## src/pm_config.svh

```systemverilog
// Program memory configuration
`ifndef PM_CONFIG_SVH
`define PM_CONFIG_SVH

// Memory geometry
`define PM_ADR_W        8       // Word address bits, 256 words
`define PM_DAT_W        32      // Instruction word bits
`define PM_STRB_W       4       // One strobe per byte lane

// Fetch unit
`define PM_FIFO_DEPTH   4       // Output queue entries

`endif

```

## src/pm_pkg.sv

```systemverilog
// Program memory types
`include "pm_config.svh"

package pm_pkg;

    // Word address into the program memory
    typedef logic [`PM_ADR_W-1:0]   pm_adr_t;       // Wraps at end of memory

    // Data or instruction word
    typedef logic [`PM_DAT_W-1:0]   pm_dat_t;       // Full word

    // Byte write enables, bit i covers byte lane i
    typedef logic [`PM_STRB_W-1:0]  pm_strb_t;      // Lane enables

endpackage

```

## src/pm_fetch.sv

```systemverilog
// Sequential instruction fetch
`timescale 1ns/1ps
`include "pm_config.svh"

module pm_fetch
(
    input  wire                 CLK_IN,         // Clock
    input  wire                 rst_i,          // Synchronous reset

    // Control
    input  wire                 start_i,        // Start or redirect
    input  pm_pkg::pm_adr_t     start_adr_i,    // First address to fetch

    // Memory read port
    output logic                rd_en_o,        // Read issue
    output pm_pkg::pm_adr_t     rd_adr_o,       // Read address
    input  pm_pkg::pm_dat_t     rd_dat_i,       // Read data, one cycle after issue

    // Instruction stream
    output logic                ins_vld_o,      // Valid
    input  wire                 ins_rdy_i,      // Ready
    output pm_pkg::pm_adr_t     ins_adr_o,      // Instruction address
    output pm_pkg::pm_dat_t     ins_dat_o       // Instruction word
);

    import pm_pkg::*;

    localparam int DEPTH = `PM_FIFO_DEPTH;                      // Queue entries
    localparam int PTR_W = (DEPTH > 1) ? $clog2(DEPTH) : 1;     // Queue pointer bits
    localparam int CNT_W = $clog2(DEPTH + 1);                   // Occupancy bits

    logic               run;            // Fetch active
    pm_adr_t            nxt_adr;        // Next read address
    logic               inf_vld;        // Read in flight
    pm_adr_t            inf_adr;        // Address tag of that read

    pm_adr_t            q_adr [DEPTH];  // Queued addresses
    pm_dat_t            q_dat [DEPTH];  // Queued words
    logic [PTR_W-1:0]   q_wp;           // Write pointer
    logic [PTR_W-1:0]   q_rp;           // Read pointer
    logic [CNT_W-1:0]   q_cnt;          // Occupancy
    logic [CNT_W:0]     q_used;         // Occupancy plus reads in flight
    logic               q_push;
    logic               q_pop;

    // Queue pointer step with wrap at DEPTH
    function automatic logic [PTR_W-1:0] ptr_inc(input logic [PTR_W-1:0] ptr);
        return (ptr == PTR_W'(DEPTH - 1)) ? '0 : ptr + PTR_W'(1);
    endfunction

    // Reserve a slot for every read before it issues
    assign q_used  = {1'b0, q_cnt} + {{CNT_W{1'b0}}, inf_vld};
    assign rd_en_o = run & ~start_i & (q_used < DEPTH[CNT_W:0]);
    assign rd_adr_o = nxt_adr;

    // Returning read enters queue, accepted word leaves it
    assign q_push = inf_vld;
    assign q_pop  = ins_vld_o & ins_rdy_i;

    // Head of queue drives the stream
    assign ins_vld_o = (q_cnt != '0);
    assign ins_adr_o = q_adr[q_rp];
    assign ins_dat_o = q_dat[q_rp];

    // Control state
    always_ff @(posedge CLK_IN)
    begin
        if (rst_i)
        begin
            run     <= 1'b0;                // Idle until first start
            nxt_adr <= '0;
            inf_vld <= 1'b0;
            q_wp    <= '0;
            q_rp    <= '0;
            q_cnt   <= '0;
        end
        else if (start_i)
        begin
            run     <= 1'b1;
            nxt_adr <= start_adr_i;         // Restart point
            inf_vld <= 1'b0;                // Drop returning read
            q_wp    <= '0;                  // Flush queue
            q_rp    <= '0;
            q_cnt   <= '0;
        end
        else
        begin
            inf_vld <= rd_en_o;

            if (rd_en_o)
                nxt_adr <= nxt_adr + pm_adr_t'(1);  // Wraps at end of memory

            if (q_push)
                q_wp <= ptr_inc(q_wp);

            if (q_pop)
                q_rp <= ptr_inc(q_rp);

            case ({q_push, q_pop})
                2'b10   : q_cnt <= q_cnt + CNT_W'(1);
                2'b01   : q_cnt <= q_cnt - CNT_W'(1);
                default : q_cnt <= q_cnt;           // Both or neither
            endcase
        end
    end

    // Address tag follows the read through the RAM latency
    always_ff @(posedge CLK_IN)
    begin
        if (rd_en_o)
            inf_adr <= nxt_adr;
    end

    // Queue storage
    always_ff @(posedge CLK_IN)
    begin
        if (q_push)
        begin
            q_adr[q_wp] <= inf_adr;
            q_dat[q_wp] <= rd_dat_i;
        end
    end

endmodule

```

## config.mk

```make
export PLATFORM = sky130hd
export DESIGN_NAME = pm_fetch
export DESIGN_NICKNAME = d
export VERILOG_FILES = /design/src/pm_pkg.sv /design/src/pm_fetch.sv
export VERILOG_INCLUDE_DIRS = /design/src
export SDC_FILE = /design/constraint.sdc
export NUM_CORES = 1
export LEC_CHECK = 0
export ABC_AREA = 0
export BUFFER_PORTS_ARGS = -buffer_cell sky130_fd_sc_hd__buf_2
export CAP_MARGIN = 5
export CORE_MARGIN = 2
export CORE_UTILIZATION = 30
export CTS_CLUSTER_DIAMETER = 150
export DETAILED_ROUTE_END_ITERATION = 16
export GPL_ROUTABILITY_DRIVEN = 1
export PLACE_DENSITY_LB_ADDON = 0.08
export SETUP_SLACK_MARGIN = 0.02
export SLEW_MARGIN = 25
export SYNTH_ARGS = -nofsm -noshare
export SYNTH_HDL_FRONTEND = slang
export SYNTH_SLANG_ARGS = --single-unit
```

## constraint.sdc

```tcl
create_clock -name CLK_IN -period 5.95 [get_ports CLK_IN]
set_clock_uncertainty 0.05 [all_clocks]
set_input_delay 0.595 -clock CLK_IN [delete_from_list [all_inputs] [get_ports CLK_IN]]
set_output_delay 0.595 -clock CLK_IN [all_outputs]
set_load 0.01 [all_outputs]
```

=== After elaboration in Yosys (flattened, before gate mapping) ===
Memory sizes are Yosys's and may differ from the RTL's. A register that Yosys moved wholly into a read port is not among the register bits.
Index checks and enable logic that the tools add are counted.
Widths: inputs -> output; s select.

* Bits in read-only memories: 0
* Bits in writable memories: 160
* Memories kept: 2
* Input port bits: 44
* Output and inout bits: 50
* Latch bits: 0
* Register bits: 25
* Logic and storage cells: 39

* Divide/modulo/power cells: 0
* Reductions and logical operators: 4
* Order comparisons: 1
* Bitwise operators: 4
* $mul: 0
* $add $sub $neg: 6
* Mux-type cells: 11
* Equality and inequality tests: 4
* Shift operators: 0

{| class="wikitable"
|+ Memory list
! name !! words !! bits a word !! read ports !! clocked after memory_dff !! write ports !! RTL line !! source
|-
| q_dat || 4 || 32 || 1 || 1 || 1 || pm_fetch.sv:38 || <nowiki>pm_dat_t q_dat [DEPTH];</nowiki>
|-
| q_adr || 4 || 8 || 1 || 1 || 1 || pm_fetch.sv:37 || <nowiki>pm_adr_t q_adr [DEPTH];</nowiki>
|}

{| class="wikitable"
|+ Operator list
! cell !! count
|-
| $mux 8 || 2
|-
| $mux 2 || 6
|-
| $add 8x1->8 const B || 1
|-
| $eq 2x2->1 const B || 3
|-
| $pmux 3 s2 || 1
|-
| $add 2x1->2 const B || 2
|-
| $add 3x1->4 || 1
|-
| $lt 4x3->1 const B || 1
|-
| $reduce_bool 2->1 || 2
|-
| $add 3x1->3 const B || 1
|-
| $and 1x1->1 || 3
|-
| $reduce_bool 3->1 || 1
|-
| $sub 3x1->3 const B || 1
|-
| $eq 2x1->1 const B || 1
|-
| $mux 1 || 2
|-
| $reduce_or 2->1 || 1
|-
| $not 1->1 || 1
|}

=== Depth between registers and ports, before layout ===
* Depth in word-level cells: 5
* Gate-level depth with buffers: 9
* Gate-level depth less buffers: 9

=== Worst setup path before layout ===
OpenSTA, ideal clock, no wires.

* Kind: register -> output
* Start point: register q_cnt[1]
* End point: output port rd_en_o
* Setup slack: 3872 ps
* Stages on the path, launching flop included: 6
* Buffers on the path: 2
* Arrival: 1433 ps
* Required time: 5305 ps
* Path through: dfxtp_1 > and3_1 > buf_6 > or2_1 > buf_6 > nor2_1

* Word-level cells in the longest chain between the ends: 3

{| class="wikitable"
|+ RTL lines
! element !! RTL line !! source
|-
| from (decl) || pm_fetch.sv:41 || <nowiki>logic [CNT_W-1:0] q_cnt;</nowiki>
|-
| from (signal assigned) || pm_fetch.sv:100 || <nowiki>2'b10 : q_cnt <= q_cnt + CNT_W'(1);</nowiki>
|-
| from (signal assigned) || pm_fetch.sv:101 || <nowiki>2'b01 : q_cnt <= q_cnt - CNT_W'(1);</nowiki>
|-
| from (signal assigned) || pm_fetch.sv:102 || <nowiki>default : q_cnt <= q_cnt;</nowiki>
|-
| $add 3x1->4 || pm_fetch.sv:52 || <nowiki>assign q_used = {1'b0, q_cnt} + {{CNT_W{1'b0}}, inf_vld};</nowiki>
|-
| $lt 4x3->1 || pm_fetch.sv:53 || <nowiki>assign rd_en_o = run & ~start_i & (q_used < DEPTH[CNT_W:0]);</nowiki>
|-
| $and 1x1->1 || pm_fetch.sv:53 ||
|-
| to (decl) || pm_fetch.sv:15 || <nowiki>output logic rd_en_o,</nowiki>
|}

No other way between the ends.

==> impl_metrics.yaml <==
detailed_routing:
  drt-wirelength-per-cell_um: 18.7
  drt_iter0_markers: 187
  dr.pass1.iters: 4
  vias_per_cell: 4.56
  ant_nets: 0
  drc: 0
  wirelength_um: 13700
  num_vias: 3331
setup_path:
  cp_cell_sequence: "mux4_2 -> buf_2"
  crit_arrival_ps: 2170
  crit_type: "reg -> out"
  r2r-start: "q_cnt[0]$_SDFFE_PP0P_"
  rr_worst_depth: 9
  cp_max_fo: 40
  timing.rr.end: "q_cnt[2]$_SDFFE_PP0P_"
  timing.reg2reg.setup_slack_ps: 3920
  crit_slowest_cell: "dfxtp_4"
  critPathLaunchType: "register"
  crit_path_max_incr_delay_ps: 940
  required_ps: 5310
  cp-endpoint: "ins_dat_o[27]"
  endpoint_kind: "output pin"
logic_synthesis:
  muxShareOfSynthArea_pct: 13.3
  synth_simple_gate_area_share_pct: 3.37
  syn_inst: 328
  synth_ff_type: "edfxtp_1"
  synth_edf_count: 168
  syn-cell-area_um2: 6980
  synth-seq-cells: 187
  synth-adder-area-share_pct: 1.54
  synth_seq_area_share_pct: 77.7
  synth_top_family_by_area: "multiplexers"
  syn_nets: 380
  async_flop_share_pct: 0
  synth-compound-area-share_pct: 1.47
  synth_cell_types: 35
  avgSynthCellArea_um2: 21.3
  synthXorXnorAreaFrac_pct: 1.11
  synth_warnings: 0
sta:
  fin_crit_sh_pct: 47.4
  hold_ws_ps: 343
  maxSlewHeadroom_pct: 39.9
  fin_crit_ps: 2820
  worst_slew_pin_slew_ps: 902
  max_freq_mhz: 355
  setup_viol: 0
  fin_ws_ps: 3130
  finalMaxSlewViolations: 0
  fin_setup_tns_ps: 0
  rsz0062_at_grt: "no"
  finalHoldViolations: 0
clocking:
  cts.hold.buffers_added: 0
  htreeDepth: 4
  clkSinkCount: 187
  ctsResizeCount: 0
  post_cts_buffers: 0
  clock_path_buffers: 2
  clkTransAtPathRegs_ps: 70
  numCtsBuffers: 17
  cts_root_buffer: "clkbuf_16"
  cts_tree: "built"
  insertion_delay_ps: 420
placement:
  hpwl_um: 7790
  gp_congestion: 0.702
  placed_cell_area_um2: 7780
  port_buffers: 93
  pre_cts_ws_ps: 3460
finish:
  layout_commonest_cell: "edfxtp_1"
  syn_to_final_growth_pct: 20.2
  final_cell_area_um2: 8390
  final_cell_mix: "edfxtp_1 (168), buf_2 (93), mux4_2 (40), clkbuf_16 (17), dfxtp_1 (17)"
  diodes: 0
  nets: 484
  drive_above_1_share_pct: 41.1
floorplanning:
  die-area_um2: 24500
  dieHeight_um: 157
  num_rows: 55
  start_util_pct: 30.7
  fp.dieW_um: 157
  core_um2: 22700
  ios: 94
global_routing:
  overflow: 0
  grt_pass1_vias: 3724
  antenna_found_initial: 0
  gr-usage-all-layers_pct: 11.9
  grt_max_degree: 41
  grt_pass1_wl_um: 21300
status:
  outcome: "finished clean"
pwr:
  power_density_nw_per_um2: 320
  power.leakage_nw: 2.78
  peakVddDrop_mv: 0.165
run:
  drv_cap: 0
min_path:
  hold_path_class: "in -> reg"
## how the worst min path moves through the flow
| stage | startpoint | end | slack [ps] | cells past startpoint |
|---|---|---|---|---|
| finish | rd_dat_i[1] | q_dat[0][1]$_DFFE_PP_ | 340 | 1 |
| global route | rd_dat_i[16] | q_dat[0][16]$_DFFE_PP_ | 320 | 1 |
| CTS | rd_dat_i[5] | q_dat[3][5]$_DFFE_PP_ | 320 | 1 |
| detailed placement | run$_SDFFE_PP0P_ | run$_SDFFE_PP0P_ | 410 | 2 |
| global placement | run$_SDFFE_PP0P_ | run$_SDFFE_PP0P_ | 410 | 2 |
| floorplan | run$_SDFFE_PP0P_ | run$_SDFFE_PP0P_ | 390 | 2 |
## power breakdown
part | internal (mW) | total (mW) | switching [mW]
Sequential | 1.44 | 1.46 | 0.0128
Combinational | 0.0348 | 0.0777 | 0.0429
Clock | 0.650 | 1.16 | 0.506
## stage by stage
stage | power, mW | instances | utilization (%)
2_1_floorplan | 1.52 | 328 | -
3_3_place_gp | 1.56 | 698 | 34.3
3_5_place_dp | 1.57 | 698 | 34.3
4_1_cts | 2.73 | 730 | 37.0
5_1_grt | 2.80 | 730 | 37.0
6_report | 2.69 | 730 | 37.0
## critical path, delay by kind of cell (launching register included)
family | cells | cell delay [ps]
DFF | 1 | 940
muxes | 1 | 620
buffers and inverters | 1 | 160
## layout make-up
cell class | count | area, µm²
fill | 2127 | 14300
multi-input combinational | 119 | 1450
clock buffer | 18 | 439
tap | 285 | 357
clock inverter | 14 | 173
inverter | 8 | 30.0
timing repair buffer | 99 | 510
sequential | 187 | 5430
## flip-flops by register name, indices dropped and copies added (netlist names), named ones only
signal,count
q_dat,128
q_adr,32
inf_adr,8
rd_adr_o,8
q_cnt,3
q_rp,2
q_wp,2
inf_vld,1
run,1
## Yosys cell counts (3+ instances only)
library cell | number | share of area [%]
clkbuf_1 | 8 | 0.43
nor2_1 | 15 | 0.81
a211oi_1 | 3 | 0.32
dfxtp_1 | 19 | 5.4
edfxtp_1 | 168 | 72
and2_2 | 4 | 0.43
mux4_2 | 40 | 13
inv_1 | 8 | 0.43
o22ai_1 | 3 | 0.27
nand2_1 | 7 | 0.38
a21oi_1 | 5 | 0.36
mux2i_1 | 3 | 0.43
nand3_1 | 4 | 0.29
buf_2 | 4 | 0.29
or3_1 | 3 | 0.27
xnor2_1 | 5 | 0.63
ha_1 | 7 | 1.3
## routing by layer
metal	wire, µm	global-route usage (%)
met4	99	3.41
met3	736	3.82
met1	5940	14.5
met5	0	0
met2	6890	20.2
## cell families (layout without fill, tap and decap cells)
kind of cell,count (synthesis),in the layout
buffers and inverters,22,139
and+or+nand+nor,45,45
muxes,43,43
xor gates and xnor gates,8,8
AOI/OAI and AO/OA,15,15
DFF,187,187
adders and majority gates,8,8
Power figures use the tool's default switching activity.
